--- src/design/m72_pkg.sv ---
`default_nettype none

package m72_pkg;

    // ======================================================================
    // Bus widths
    // ======================================================================
    typedef logic [19:0] cpu_addr_t;    // CPU byte address
    typedef logic [15:0] word_t;
    typedef logic [24:0] sdr_addr_t;    // SDRAM word address

    // ======================================================================
    // CPU I/O port map
    // ======================================================================
    localparam logic [7:0] IO_SWITCHES = 8'h00;
    localparam logic [7:0] IO_FLAGS    = 8'h02;    // Also the system-flag register
    localparam logic [7:0] IO_DIP      = 8'h04;

    // CPU memory regions backed by SDRAM
    localparam logic [19:0] ROM_LIMIT = 20'h80000;
    localparam logic [19:0] RAM_START = 20'hA0000;
    localparam logic [19:0] RAM_LIMIT = 20'hA4000;

    localparam logic [24:0] SDR_ROM_BASE = 25'h0000000;
    localparam logic [24:0] SDR_RAM_BASE = 25'h0100000;

    // Divide-by-4 enable counters
    localparam int CE_DIV_BITS = 2;

endpackage

`default_nettype wire

--- src/design/m72_ce_gen.sv ---
`timescale 1ns/100ps
`default_nettype none

module m72_ce_gen (
    input  logic CLK_32M,
    input  logic reset_n,
    input  logic mem_busy,
    output logic ce_cpu,
    output logic ce_4x_cpu,
    output logic ce_mcu
);

    localparam int W = m72_pkg::CE_DIV_BITS;
    localparam logic [W-1:0] ONE = 1;

    logic         run;        // Enables start one clock after reset release
    logic [W-1:0] cpu_cnt;
    logic [W-1:0] mcu_cnt;

    // CPU is held while the bridge waits on SDRAM
    assign ce_4x_cpu = run & ~mem_busy;
    assign ce_cpu    = ce_4x_cpu & (&cpu_cnt);
    assign ce_mcu    = &mcu_cnt;

    always_ff @(posedge CLK_32M or negedge reset_n) begin
        if (!reset_n) begin
            run     <= 1'b0;
            cpu_cnt <= '0;
            mcu_cnt <= '0;
        end else begin
            run <= 1'b1;
            if (ce_4x_cpu) begin
                cpu_cnt <= cpu_cnt + ONE;
            end
            if (run) begin
                mcu_cnt <= mcu_cnt + ONE;    // MCU never stalls
            end
        end
    end

endmodule

`default_nettype wire

--- src/design/m72_io_ports.sv ---
`timescale 1ns/100ps
`default_nettype none

module m72_io_ports #(
    parameter bit M84 = 1'b0
) (
    input  logic        CLK_32M,
    input  logic        reset_n,
    input  logic        io_rd,
    input  logic        io_wr,
    input  logic [7:0]  io_addr,
    input  logic [7:0]  io_wdata,
    output logic [7:0]  io_rdata,
    input  logic [3:0]  p1_joystick,
    input  logic [3:0]  p2_joystick,
    input  logic [3:0]  p1_buttons,
    input  logic [3:0]  p2_buttons,
    input  logic [1:0]  coin,
    input  logic [1:0]  start_buttons,
    input  logic        sprite_tnsl,
    input  logic [15:0] dip_sw,
    output logic        screen_flip,
    output logic        sound_brq,
    output logic        color_blank
);

    logic [15:0] switches;
    logic [15:0] flags;
    logic [15:0] io_word;
    logic [4:2]  sys_flags;    // Only the bits with a function on this board

    assign switches = {p2_buttons, p2_joystick, p1_buttons, p1_joystick};
    assign flags    = {8'hff, sprite_tnsl, 3'b111, coin, start_buttons};

    // ======================================================================
    // Read side
    // ======================================================================
    always_comb begin
        case ({io_addr[7:1], 1'b0})
            m72_pkg::IO_SWITCHES: io_word = switches;
            m72_pkg::IO_FLAGS:    io_word = flags;
            m72_pkg::IO_DIP:      io_word = dip_sw;
            default:              io_word = 16'hffff;
        endcase
    end

    // Odd address takes the high byte, idle bus floats high
    assign io_rdata = !io_rd ? 8'hff : (io_addr[0] ? io_word[15:8] : io_word[7:0]);

    // ======================================================================
    // System-flag register
    // ======================================================================
    always_ff @(posedge CLK_32M or negedge reset_n) begin
        if (!reset_n) begin
            sys_flags <= '0;
        end else if (io_wr && io_addr == m72_pkg::IO_FLAGS) begin
            sys_flags <= io_wdata[4:2];
        end
    end

    assign color_blank = sys_flags[3];
    assign sound_brq   = ~M84 & ~sys_flags[4];      // M84 boards have no bus request
    assign screen_flip = ~sys_flags[2] ^ dip_sw[8]; // Flip DIP inverts the soft flip

endmodule

`default_nettype wire

--- src/design/m72_sdram_bridge.sv ---
`timescale 1ns/100ps
`default_nettype none

module m72_sdram_bridge (
    input  logic                CLK_32M,
    input  logic                reset_n,
    input  logic                mem_rd,
    input  logic                mem_wr,
    input  m72_pkg::cpu_addr_t  mem_addr,
    input  logic [1:0]          mem_sel,
    input  m72_pkg::word_t      mem_wdata,
    output m72_pkg::word_t      mem_rdata,
    output logic                mem_busy,
    output logic                sdr_req,
    output m72_pkg::sdr_addr_t  sdr_addr,
    output logic [1:0]          sdr_wr_sel,
    output m72_pkg::word_t      sdr_wdata,
    input  m72_pkg::word_t      sdr_rdata,
    input  logic                sdr_rdy
);

    logic               in_rom;
    logic               in_ram;
    m72_pkg::cpu_addr_t region_off;
    m72_pkg::sdr_addr_t region_addr;
    m72_pkg::word_t     word_out;
    logic [1:0]         word_sel;
    logic               mem_rd_d;
    logic               mem_wr_d;
    logic               start;
    logic               rdy_seen;
    m72_pkg::word_t     rdata_q;

    // ======================================================================
    // Region decode
    // ======================================================================
    assign in_rom = mem_addr < m72_pkg::ROM_LIMIT;
    assign in_ram = mem_addr >= m72_pkg::RAM_START && mem_addr < m72_pkg::RAM_LIMIT;

    assign region_off  = in_rom ? mem_addr : mem_addr - m72_pkg::RAM_START;
    assign region_addr = (in_rom ? m72_pkg::SDR_ROM_BASE : m72_pkg::SDR_RAM_BASE)
                       + {6'd0, region_off[19:1]};

    // Odd byte goes out on the upper lane
    assign word_out = mem_addr[0] ? {mem_wdata[7:0], 8'h00} : mem_wdata;
    assign word_sel = mem_addr[0] ? {mem_sel[0], 1'b0} : mem_sel;

    // One request per new CPU strobe
    assign start = !mem_busy && (in_rom || in_ram)
                && ((mem_rd && !mem_rd_d) || (mem_wr && !mem_wr_d));

    always_ff @(posedge CLK_32M or negedge reset_n) begin
        if (!reset_n) begin
            mem_rd_d <= 1'b0;
            mem_wr_d <= 1'b0;
            sdr_req  <= 1'b0;
            mem_busy <= 1'b0;
            rdy_seen <= 1'b0;
        end else begin
            mem_rd_d <= mem_rd;
            mem_wr_d <= mem_wr;
            sdr_req  <= start;
            rdy_seen <= mem_busy & sdr_rdy;
            if (start) begin
                mem_busy <= 1'b1;
            end else if (rdy_seen) begin
                mem_busy <= 1'b0;    // Released the cycle after the data lands
            end
        end
    end

    always_ff @(posedge CLK_32M) begin
        if (start) begin
            sdr_addr   <= region_addr;
            sdr_wdata  <= word_out;
            sdr_wr_sel <= (mem_wr && in_ram) ? word_sel : 2'b00;    // ROM writes become reads
        end
        if (mem_busy && sdr_rdy) begin
            rdata_q <= sdr_rdata;
        end
    end

    // Upper byte comes down for odd addresses, unmapped reads float high
    assign mem_rdata = !(in_rom || in_ram) ? 16'hffff :
                       mem_addr[0] ? {8'h00, rdata_q[15:8]} : rdata_q;

endmodule

`default_nettype wire

--- src/design/m72_pixel_mixer.sv ---
`timescale 1ns/100ps
`default_nettype none

module m72_pixel_mixer (
    input  logic [4:0] char_r,
    input  logic [4:0] char_g,
    input  logic [4:0] char_b,
    input  logic       char_opaque,
    input  logic [7:0] obj_pix,
    input  logic [4:0] obj_pal_r,
    input  logic [4:0] obj_pal_g,
    input  logic [4:0] obj_pal_b,
    input  logic       en_sprites,
    input  logic       en_sprite_palette,
    input  logic       color_blank,
    output logic [7:0] red,
    output logic [7:0] green,
    output logic [7:0] blue
);

    logic       obj_opaque;
    logic       obj_wins;
    logic [4:0] obj_raw;
    logic [4:0] obj_r;
    logic [4:0] obj_g;
    logic [4:0] obj_b;

    // Pick a layer, expand to 8 bits and apply the blank
    function automatic logic [7:0] mix(input logic [4:0] obj, input logic [4:0] chr,
                                       input logic sel, input logic blank);
        logic [4:0] c;
        c = sel ? obj : chr;
        return blank ? 8'h00 : {c, c[4:2]};
    endfunction

    assign obj_opaque = (|obj_pix[3:0]) & en_sprites;
    assign obj_wins   = obj_opaque & char_opaque;

    assign obj_raw = {obj_pix[3:0], 1'b0};    // Palette bypass
    assign obj_r   = en_sprite_palette ? obj_pal_r : obj_raw;
    assign obj_g   = en_sprite_palette ? obj_pal_g : obj_raw;
    assign obj_b   = en_sprite_palette ? obj_pal_b : obj_raw;

    assign red   = mix(obj_r, char_r, obj_wins, color_blank);
    assign green = mix(obj_g, char_g, obj_wins, color_blank);
    assign blue  = mix(obj_b, char_b, obj_wins, color_blank);

endmodule

`default_nettype wire

--- src/design/m72_audio_mixer.sv ---
`timescale 1ns/100ps
`default_nettype none

module m72_audio_mixer (
    input  logic           CLK_32M,
    input  logic           reset_n,
    input  m72_pkg::word_t ym_audio,
    input  logic [7:0]     sample,
    output m72_pkg::word_t audio_l,
    output m72_pkg::word_t audio_r
);

    logic [7:0]     sample_s;    // Offset binary to two's complement
    logic [16:0]    sum;
    m72_pkg::word_t audio_q;

    assign sample_s = sample - 8'h80;
    assign sum      = {ym_audio[15], ym_audio} + {sample_s[7], sample_s, 8'h00};

    always_ff @(posedge CLK_32M or negedge reset_n) begin
        if (!reset_n) begin
            audio_q <= '0;
        end else begin
            audio_q <= sum[16:1];    // Halve to stay in range
        end
    end

    // Mono source on both channels
    assign audio_l = audio_q;
    assign audio_r = audio_q;

endmodule

`default_nettype wire

--- src/design/m72_main_board.sv ---
`timescale 1ns/100ps
`default_nettype none

module m72_main_board #(
    parameter bit M84 = 1'b0
) (
    input  logic                CLK_32M,
    input  logic                reset_n,
    // Clock enables
    output logic                ce_cpu,
    output logic                ce_4x_cpu,
    output logic                ce_mcu,
    // CPU I/O bus
    input  logic                io_rd,
    input  logic                io_wr,
    input  logic [7:0]          io_addr,
    input  logic [7:0]          io_wdata,
    output logic [7:0]          io_rdata,
    input  logic [3:0]          p1_joystick,
    input  logic [3:0]          p2_joystick,
    input  logic [3:0]          p1_buttons,
    input  logic [3:0]          p2_buttons,
    input  logic [1:0]          coin,
    input  logic [1:0]          start_buttons,
    input  logic                sprite_tnsl,
    input  logic [15:0]         dip_sw,
    output logic                screen_flip,
    output logic                sound_brq,
    // CPU memory bus
    input  logic                mem_rd,
    input  logic                mem_wr,
    input  m72_pkg::cpu_addr_t  mem_addr,
    input  logic [1:0]          mem_sel,
    input  m72_pkg::word_t      mem_wdata,
    output m72_pkg::word_t      mem_rdata,
    // SDRAM port
    output logic                sdr_req,
    output m72_pkg::sdr_addr_t  sdr_addr,
    output logic [1:0]          sdr_wr_sel,
    output m72_pkg::word_t      sdr_wdata,
    input  m72_pkg::word_t      sdr_rdata,
    input  logic                sdr_rdy,
    // Video
    input  logic [4:0]          char_r,
    input  logic [4:0]          char_g,
    input  logic [4:0]          char_b,
    input  logic                char_opaque,
    input  logic [7:0]          obj_pix,
    input  logic [4:0]          obj_pal_r,
    input  logic [4:0]          obj_pal_g,
    input  logic [4:0]          obj_pal_b,
    input  logic                en_sprites,
    input  logic                en_sprite_palette,
    output logic [7:0]          red,
    output logic [7:0]          green,
    output logic [7:0]          blue,
    // Audio
    input  m72_pkg::word_t      ym_audio,
    input  logic [7:0]          sample,
    output m72_pkg::word_t      audio_l,
    output m72_pkg::word_t      audio_r
);

    logic mem_busy;
    logic color_blank;

    m72_ce_gen ce_gen_i (
        .CLK_32M(CLK_32M), .reset_n(reset_n), .mem_busy(mem_busy),
        .ce_cpu(ce_cpu), .ce_4x_cpu(ce_4x_cpu), .ce_mcu(ce_mcu)
    );

    m72_io_ports #(.M84(M84)) io_ports_i (
        .CLK_32M(CLK_32M), .reset_n(reset_n),
        .io_rd(io_rd), .io_wr(io_wr), .io_addr(io_addr),
        .io_wdata(io_wdata), .io_rdata(io_rdata),
        .p1_joystick(p1_joystick), .p2_joystick(p2_joystick),
        .p1_buttons(p1_buttons), .p2_buttons(p2_buttons),
        .coin(coin), .start_buttons(start_buttons),
        .sprite_tnsl(sprite_tnsl), .dip_sw(dip_sw),
        .screen_flip(screen_flip), .sound_brq(sound_brq), .color_blank(color_blank)
    );

    m72_sdram_bridge sdram_bridge_i (
        .CLK_32M(CLK_32M), .reset_n(reset_n),
        .mem_rd(mem_rd), .mem_wr(mem_wr), .mem_addr(mem_addr),
        .mem_sel(mem_sel), .mem_wdata(mem_wdata), .mem_rdata(mem_rdata),
        .mem_busy(mem_busy),
        .sdr_req(sdr_req), .sdr_addr(sdr_addr), .sdr_wr_sel(sdr_wr_sel),
        .sdr_wdata(sdr_wdata), .sdr_rdata(sdr_rdata), .sdr_rdy(sdr_rdy)
    );

    m72_pixel_mixer pixel_mixer_i (
        .char_r(char_r), .char_g(char_g), .char_b(char_b), .char_opaque(char_opaque),
        .obj_pix(obj_pix),
        .obj_pal_r(obj_pal_r), .obj_pal_g(obj_pal_g), .obj_pal_b(obj_pal_b),
        .en_sprites(en_sprites), .en_sprite_palette(en_sprite_palette),
        .color_blank(color_blank),
        .red(red), .green(green), .blue(blue)
    );

    m72_audio_mixer audio_mixer_i (
        .CLK_32M(CLK_32M), .reset_n(reset_n),
        .ym_audio(ym_audio), .sample(sample),
        .audio_l(audio_l), .audio_r(audio_r)
    );

endmodule

`default_nettype wire

--- config.mk ---
export PLATFORM = sky130hd
export DESIGN_NAME = m72_main_board
export DESIGN_NICKNAME = d
export VERILOG_FILES = /design/src/design/m72_pkg.sv /design/src/design/m72_ce_gen.sv /design/src/design/m72_io_ports.sv /design/src/design/m72_sdram_bridge.sv /design/src/design/m72_pixel_mixer.sv /design/src/design/m72_audio_mixer.sv /design/src/design/m72_main_board.sv
export SDC_FILE = /design/constraint.sdc
export NUM_CORES = 1
export LEC_CHECK = 0
export BUFFER_PORTS_ARGS = -buffer_cell sky130_fd_sc_hd__buf_4
export CORE_AREA = 3 3 119 121
export DETAILED_ROUTE_END_ITERATION = 10
export DIE_AREA = 0 0 122 124
export MAX_ROUTING_LAYER = met4
export PLACE_DENSITY = 0.65
export SLEW_MARGIN = 10
export SYNTH_ARGS = -nofsm -noshare
export SYNTH_HDL_FRONTEND = slang
export SYNTH_SLANG_ARGS = --single-unit
--- constraint.sdc ---
create_clock -name CLK_32M -period 3.3 [get_ports CLK_32M]
set_input_delay 0.99 -clock CLK_32M [delete_from_list [all_inputs] [get_ports CLK_32M]]
set_output_delay 0.99 -clock CLK_32M [all_outputs]
set_load 0.02 [all_outputs]
# --- Word level (Yosys, flattened, before mapping) ---
# Index checks and enable logic that the tools add are counted.
word_totals:
  reg_bits: 88
  inputBits: 179
op_classes:
  n_addsub: 6
  magnitude_cmp: 3
  eq_ne: 3
  n_mux: 20
  n_bitwise: 10
  n_reduce_logical: 19
ops:
  columns: ["operator", "count"]
  rows:
  - ["16-bit two-way mux", 3]
  - ["16-bit case mux with 3 select lines", 1]
  - ["20-bit < comparator, second input constant", 2]
  - ["8-bit two-way mux", 5]
  - ["5-bit two-way mux", 6]
  - ["25-bit by 19-bit adder with 25-bit output", 1]
  - ["21-bit two-way mux", 1]
  - ["20-bit >= comparator, second input constant", 1]
  - ["20-bit two-way mux", 1]
  - ["20-bit subtractor, second input constant", 1]
  - ["16-bit by 16-bit adder with 17-bit output", 1]
  - ["8-bit by 2-bit == test with 1-bit output, second input constant", 1]
  - ["1-bit logical AND", 8]
  - ["8-bit subtractor, second input constant", 1]
  - ["7-bit by 1-bit == test with 1-bit output, second input constant", 1]
  - ["7-bit by 2-bit == test with 1-bit output, second input constant", 1]
  - ["7-bit logical NOT", 1]
  - ["1-bit AND", 5]
  - ["2-bit by 1-bit adder with 2-bit output, second input constant", 2]
  - ["1-bit inverter", 4]
  - ["2-bit AND reduction", 2]
  - ["4-bit OR reduction", 1]
  - ["1-bit logical NOT", 3]
  - ["1-bit logical OR", 2]
  - ["other kinds (5)", 6]

# --- Depth between registers and ports, before layout ---
# Gate-level depths: netlist (run 1).
logic_depth:
  word_depth: 6
  ltp_mapped: 7
  mapped_depth_nobuf: 6

# --- Hierarchy ---
# From an unflattened synthesis (run 1), not the netlist that was laid out.
hier_totals:
  hier_cells: 354
  area_unflattened_um2: 4495.6
by_module_without_submodules:
  columns: ["mod", "instances", "cells_per_inst", "area_per_inst_um2", "seq_area_each_um2"]
  rows:
  - ["m72_sdram_bridge", 1, 148, 2364.8, 1746.7]
  - ["m72_audio_mixer", 1, 70, 832.0, 400.4]
  - ["m72_pixel_mixer", 1, 67, 544.3, 0.0]
  - ["m72_io_ports", 1, 55, 535.5, 75.1]
  - ["m72_ce_gen", 1, 14, 219.0, 125.1]

# --- Worst setup path after synthesis (run 1) ---
# OpenSTA, ideal clock, no wires.
synth_timing:
  kind: "in2out"
  startpoint: "input obj_pix[1]"
  endpoint: "output blue[5]"
  arrival_ps: 2658
  required_time_ps: 2310
  slack_ps: -348
  stages: 5
  path_buffers: 2
  path_cell_list: "nor4_1 > nor2_1 > buf_2 > a211oi_1 > buf_4"
synth_via:
  elab_chain_cells: 5
synth_lines:
  columns: ["item", "line", "rtl"]
  rows:
  - ["start: declaration", "m72_main_board.sv:48", "input logic [7:0] obj_pix,"]
  - ["4-bit OR reduction", "m72_pixel_mixer.sv:36", "assign obj_opaque = (|obj_pix[3:0]) & en_sprites;"]
  - ["1-bit AND", "m72_pixel_mixer.sv:36", null]
  - ["1-bit AND", "m72_pixel_mixer.sv:37", "assign obj_wins = obj_opaque & char_opaque;"]
  - ["5-bit two-way mux *", "m72_pixel_mixer.sv:32", "c = sel ? obj : chr;"]
  - ["8-bit two-way mux *", "m72_pixel_mixer.sv:33", "return blank ? 8'h00 : {c, c[4:2]};"]
  - ["end: declaration", "m72_main_board.sv:56", "output logic [7:0] blue,"]
# Every way passes the cells marked *; elsewhere a longest branch is shown, timed or not.

# --- Worst setup path in the final report (run 1) ---
layout_timing:
  startpoint: "input io_addr[5]"
  endpoint: "output io_rdata[7]"
layout_via:
  elab_chain_cells: 4
layout_lines:
  columns: ["item", "line", "rtl"]
  rows:
  - ["start: declaration", "m72_main_board.sv:16", "input logic [7:0] io_addr,"]
  - ["7-bit by 2-bit == test with 1-bit output, or another cell as far along", "m72_io_ports.sv:39", "case ({io_addr[7:1], 1'b0})"]
  - ["16-bit case mux with 3 select lines *", "m72_io_ports.sv:39", null]
  - ["8-bit two-way mux * (2 in a row)", "m72_io_ports.sv:48", "assign io_rdata = !io_rd ? 8'hff : (io_addr[0] ? io_word[15:8] : io_word[7:0]);"]
  - ["end: declaration", "m72_main_board.sv:18", "output logic [7:0] io_rdata,"]
# Marks and branches as above.

==> key figures, run 1 <==
Power
  • Switch Pwr: 1010 uW
  • Sequential share of power: 0.397
  • Power per cell area: 467 nW/um^2
  • Final Total Pwr: 3390 uW
  • Gate power share: 0.305
  • Switching share of power: 0.297
  • Internal: 2390 uW
  • LEAKAGE: 0.00328 uW
  • Clk pwr share: 0.298
  • Max VDD drop: 377 uV

Finish
  • Fill count: 1162
  • Multi-input gate area: 1810 um^2
  • Register area: 2350 um^2
  • Share of cells above drive strength 1: 0.606
  • Antenna diodes: 0
  • Area Overhead vs Synth: 70.8%
  • Post-route cell area: 7270 um^2
  • Final net count: 824

Status
  • Status: finished, violations left
  • Failing checks: setup timing

Min path
  • Hold-critical path depth: 1
  • Worst hold path class: reg2reg
  • Hold Crit Start: ce_gen_i.cpu_cnt[0]
  • Hold Path Sink: ce_gen_i.cpu_cnt[0]

CTS
  • Skew-Pair Late Insertion Delay: 330 ps
  • CTS tree: yes
  • Clock root cell: clkbuf_16
  • Clock buffer depth: 2
  • Cts bufs inserted: 9
  • CTS Sinks: 83
  • H-Tree Depth: 3
  • Clock transition at path regs: 60 ps

Route
  • Met2 Wirelength: 7860 um
  • ANT nets after route: 0
  • DRC Markers: 0
  • Total wire length: 14000 um
  • Via density: 4.61
  • Metal3 WL: 1040 um
  • DRT Pass-1 Iters: 4
  • M1 wire length: 4970 um
  • DR top layer: met4
  • Initial DRC count: 186
  • Via Count: 3745
  • Routed wire per std cell: 17.2 um

Die
  • Die area: 15100 um^2
  • Rows: 42
  • Die width: 122 um
  • Starting density of the core: 0.323
  • Io pins: 308
  • Die height: 124 um
  • Core region area: 13200 um^2

Placed design
  • Dpl ws: -230 ps
  • Post-place instance area: 6580 um^2
  • HPWL Detailed: 11000 um
  • Port Buffers: 292
  • Gpl congestion: 0.815

Worst setup path
  • Worst setup EP type: output port
  • Crit path DAT: 2350 ps
  • Critical path buffers and inverters: 3
  • Reg-to-reg endpoint: sdram_bridge_i.sdr_addr[7]
  • CP max stage cell: or4_4
  • Worst reg2reg path depth: 3
  • Worst path max stage delay: 550 ps
  • Reg2reg setup slack: 1930 ps
  • CP Class: in2out
  • Data required, critical path: 2310 ps
  • Cell family with most CP delay: simple AND/OR/NAND/NOR gates
  • Most used cell, CP: buf_4
  • Reg-to-reg startpoint: sdram_bridge_i.mem_rd_d
  • Critical Path, Cell by Cell: buf_6 -> or4_4 -> a2111oi_4 -> buf_4 -> o2111ai_2 -> buf_4
  • Crit Path Max Fanout: 5
  • Startpoint types: input port

STA
  • Setup ws final: -39.1 ps
  • Final worst hold slack: 471 ps
  • Hold Violations, Final: 0
  • TNS Setup: -359 ps
  • Max Clock Freq: 299 MHz
  • Max-slew violation count: 0
  • Slew @ Worst Pin: 767 ps
  • Slew margin rel.: 0.489
  • Endpoints failing setup: 13
  • RSZ-0062 raised after global routing: true
  • Final Cycle Share: 1.01
  • Layout Skew: 4.43 ps
  • Final period demand of the worst path: 3340 ps

Run
  • Max-capacitance violation count: 0

Global route
  • Vias in the first global route: 3686
  • First-pass GRT wire length: 19400 um
  • Overall Global Routing Usage: 0.173
  • Largest net degree at the start of global routing: 40
  • Grt total ovfl: 0
  • Initial antenna violation count: 0

Yosys
  • Yosys warns: 0
  • Most numerous cell in the Yosys netlist: edfxtp_1
  • Most used DFF post-synth: edfxtp_1
  • Post-Synthesis Cells: 352
  • Yosys cell types: 44
  • Cell Area, Synth: 4260 um^2
  • Area leader, netlist: edfxtp_1
  • Synth area leaders: edfxtp_1, dfrtp_1, buf_4
  • Most frequent cells after synthesis: edfxtp_1, buf_4, dfrtp_1, inv_1, mux2i_1
  • #FFs+latches synth: 83
  • Avg Cell Area, Syn: 12.1 um^2
  • Post-synth top area share: 0.381
  • Async SR Flop Fraction: 0.349
  • Post-synth EDFFs: 54
  • Post-synthesis sequential area ratio: 0.552
-- per-stage QoR --
stage / instances / utilization
after floorplan: 356 / -
after global placement: 790 / 0.499
after detailed placement: 790 / 0.499
after CTS: 811 / 0.537
after global routing: 813 / 0.551
final: 813 / 0.551
-- cell type report --
| type | count | area share |
|---|---|---|
| repair buffers | 310 | 0.343 |
| flip-flops and latches | 83 | 0.323 |
| multi-input cells | 205 | 0.250 |
| clock buffers | 11 | 0.0334 |
| well taps | 176 | 0.0303 |
| inverters | 23 | 0.0126 |
| clock inverters | 5 | 0.00861 |
-- cells by family after synthesis --
family	Yosys count	synth area share
simple gates	71	0.0856
buf+inv	68	0.0879
other cells	2	0.00176
mux	38	0.102
compound gates	68	0.113
fa+ha+maj	13	0.0400
xor+xnor	9	0.0185
flops	83	0.552
-- layer usage --
metal,global-route usage,vias to the layer above
met1,0.190,1759
met5,-,-
met3,0.0413,11
met2,0.315,163
li1,-,1812
met4,0.0483,0
-- how the worst max path moves through the flow --
stage,cells after the start,to,startpoint,slack (ps)
2_1_floorplan,5,blue[5],obj_pix[1],-50
3_3_place_gp,5,io_rdata[3],io_addr[5],-210
5_1_grt,6,io_rdata[0],io_addr[5],-90
4_1_cts,6,io_rdata[3],io_addr[3],-90
3_5_place_dp,5,io_rdata[3],io_addr[5],-230
6_report,6,io_rdata[7],io_addr[5],-40
-- what timing repair did --
action / 4_1_cts / 5_1_grt
hold buffers: 0 / 0
resized for setup: 28 / 53
gates cloned: 2 / 0
hold endpoints to repair: 0 / 0
endpoints found under the setup margin: 24 / 42
setup buffers: 3 / 4
pin swaps: 3 / 5
-- worst register-to-register path, cell delays in order (launching register included) --
cell and delay (ps):
dfrtp_1 360, o22ai_1 220, and3_2 240, buf_12 230
-- power groups by stage --
| stage | sequential [uW] | combinational, uW | clock, uW |
|---|---|---|---|
| 2_1_floorplan | 1440 | 454 | 0 |
| 3_3_place_gp | 1360 | 956 | 0 |
| 3_5_place_dp | 1370 | 973 | 0 |
| 4_1_cts | 1350 | 1010 | 1050 |
| 5_1_grt | 1360 | 1110 | 1090 |
| 6_report | 1350 | 1030 | 1010 |
-- cells in the final DEF (no fill, tap or decap), types with 7 or more instances in the layout --
cell	count
a211oi_2	8
a21oi_1	7
buf_4	279
buf_6	26
clkbuf_16	9
dfrtp_1	29
edfxtp_1	54
ha_1	11
inv_1	22
mux2_2	13
mux2i_1	22
nand2_1	7
nor2_1	18
nor2b_1	11
o21ai_0	12
-- registers in the layout, summed over array words and instances (netlist names), 2 cells and up --
signal and flops:
ce_gen_i.mcu_cnt 2, io_ports_i.sys_flags 3, sdram_bridge_i.sdr_wdata 16, sdram_bridge_i.sdr_wr_sel 2, ce_gen_i.cpu_cnt 2, audio_mixer_i.audio_l 16, sdram_bridge_i.rdata_q 16, sdram_bridge_i.sdr_addr 20
Note: power is estimated with default switching activity, not from simulation.
==> run 2: changes to the inputs <==
--- a/config.mk
+++ b/config.mk
@@ -15,3 +15,4 @@
 export SYNTH_ARGS = -nofsm -noshare
 export SYNTH_HDL_FRONTEND = slang
 export SYNTH_SLANG_ARGS = --single-unit
+export TNS_END_PERCENT = 20
==> run 2 against run 1 <==
Compared with the run above: the run still ends with setup timing left; sequential share of layout area increased by 0.15 points; clock skew about the same; cell count decreased by 0.12%; power decreased by 0.46%.
==> key figures, run 2 (synthesis gave the netlist of run 1 again) <==
Power
  • Max VDD drop: 399 uV
  • Switch Pwr: 999 uW
  • Clk pwr share: 0.299
  • Internal: 2380 uW
  • Sequential share of power: 0.399
  • Power per cell area: 467 nW/um^2
  • Switching share of power: 0.296
  • Gate power share: 0.302
  • LEAKAGE: 0.00326 uW

Route
  • Initial DRC count: 144
  • Via density: 4.63
  • DRT Pass-1 Iters: 4
  • DRC Markers: 0
  • Total wire length: 14100 um
  • Via Count: 3759
  • ANT nets after route: 0
  • Routed wire per std cell: 17.3 um

Worst setup path
  • CP max stage cell: or4_4
  • Crit path DAT: 2370 ps
  • Critical Path, Cell by Cell: buf_6 -> or4_4 -> a2111oi_4 -> buf_6 -> o2111ai_2 -> buf_4
  • Startpoint types: input port
  • Worst path max stage delay: 550 ps
  • Data required, critical path: 2310 ps
  • Crit Path Max Fanout: 5
  • Worst setup EP type: output port
  • CP Class: in2out
  • Most used cell, CP: buf_6

STA
  • Endpoints failing setup: 6
  • Max Clock Freq: 298 MHz
  • Hold Violations, Final: 0
  • Slew margin rel.: 0.466
  • Max-slew violation count: 0
  • Final Cycle Share: 1.02
  • Final period demand of the worst path: 3360 ps
  • Setup ws final: -55.3 ps
  • RSZ-0062 raised after global routing: true
  • Layout Skew: 4.78 ps
  • Slew @ Worst Pin: 791 ps

Finish
  • Most frequent cells in the layout: buf_4, edfxtp_1, dfrtp_1
  • Final Non-Filler Cells: 812
  • Fill count: 1171
  • Share of cells above drive strength 1: 0.596
  • Reg with most FFs: sdram_bridge_i.sdr_addr
  • Antenna diodes: 0
  • Post-route cell area: 7230 um^2
  • Largest register FFs: 20
  • Register area: 2350 um^2
  • Most common cell after layout, fill and taps aside: buf_4
  • Layout Utilization: 0.548
  • Area Overhead vs Synth: 70.0%
  • Final net count: 823
  • Multi-input gate area: 1790 um^2

Status
  • Status: finished, violations left
  • Failing checks: setup timing

CTS
  • Skew-Pair Late Insertion Delay: 330 ps
  • Cts bufs inserted: 9
  • CTS tree: yes
  • Clock root cell: clkbuf_16
  • Clock buffer depth: 2
  • Clock transition at path regs: 60 ps
  • CTS Sinks: 83
  • Hold-fix buffers, CTS: 0
  • H-Tree Depth: 3

Die
  • Rows: 42
  • Core region area: 13200 um^2
  • Die area: 15100 um^2
  • Die height: 124 um
  • Die width: 122 um
  • Io pins: 308
  • Starting density of the core: 0.323

Placed design
  • HPWL Detailed: 11000 um
  • Gpl congestion: 0.815
  • Post-place instance area: 6580 um^2
  • Port Buffers: 292
  • Cell total after placement: 790

Global route
  • Largest net degree at the start of global routing: 40
  • Grt total ovfl: 0
  • Overall Global Routing Usage: 0.170
  • Initial antenna violation count: 0
  • First-pass GRT wire length: 19000 um
  • Vias in the first global route: 3622

Min path
  • Worst hold path class: reg2reg

Run
  • Max-capacitance violation count: 0
run 2: cell count changes in the layout (fill, tap and decap cells not counted), moves of 2 or more:
cell / delta
nand2_1: +6
nand2_4: -4
clkbuf_16: +2
nand2_2: -2
o2111ai_2: -2
o2111ai_4: +2
o21ai_2: +2
o21ai_4: -2
run 2: repair_timing:
action,4_1_cts,5_1_grt
setup buffers,1,3
pin swaps,4,4
setup endpoints to repair,24,42
resized for setup,15,50
cloned,0,2
run 2: layout make-up:
cell class | count | area share
Tap cell | 176 | 0.0304
Sequential cell | 83 | 0.324
Inverter | 23 | 0.0123
Clock buffer | 11 | 0.0336
Multi-Input combinational cell | 205 | 0.247
Timing Repair Buffer | 309 | 0.344
Clock inverter | 5 | 0.00865
run 2: critical path: cells and delay by family:
family                 cells  cell delay, ps
buffers and inverters      3             490
AOI/OAI and AO/OA          2             330
and+or+nand+nor            1             550
run 2: metal layers:
layer  routed length [um]  GRT usage  vias to the layer above
met5                    0          -                        -
met4                  197     0.0378                        0
met3                 1050     0.0481                       15
met2                 7800      0.308                      172
met1                 5010      0.187                     1765
li1                     -          -                     1807
run 2: per-stage QoR:
stage	total power (uW)	hold WS, ps	worst slack [ps]	setup TNS (ps)
3_3_place_gp	2320	462	-210	-3000
2_1_floorplan	1890	448	-45.8	-366
5_1_grt	3550	515	-107	-741
4_1_cts	3380	478	-92.4	-596
6_report	3380	471	-55.3	-188
3_5_place_dp	2340	470	-230	-3320
run 2: worst paths after layout:
path                                    startpoint                    endpoint  slack (ps)  cells after the start
max                                     io_addr[5]                 io_rdata[7]         -60                      6
min                            ce_gen_i.cpu_cnt[0]         ce_gen_i.cpu_cnt[0]         470                      1
max reg2reg                sdram_bridge_i.mem_busy  sdram_bridge_i.rdata_q[12]        1930                      1
min reg2reg                    ce_gen_i.cpu_cnt[0]         ce_gen_i.cpu_cnt[0]         470                      1
max in group asynchronous                  reset_n    audio_mixer_i.audio_l[2]        2440                      1
min in group asynchronous                  reset_n         ce_gen_i.cpu_cnt[0]         570                      1
run 2: power by group through the flow:
stage                     clock, uW  sequential [uW]  combinational, uW
after floorplan                   0             1440                454
after global placement            0             1360                956
after detailed placement          0             1370                973
after CTS                      1050             1350                981
after global routing           1090             1360               1090
final                          1010             1350               1020
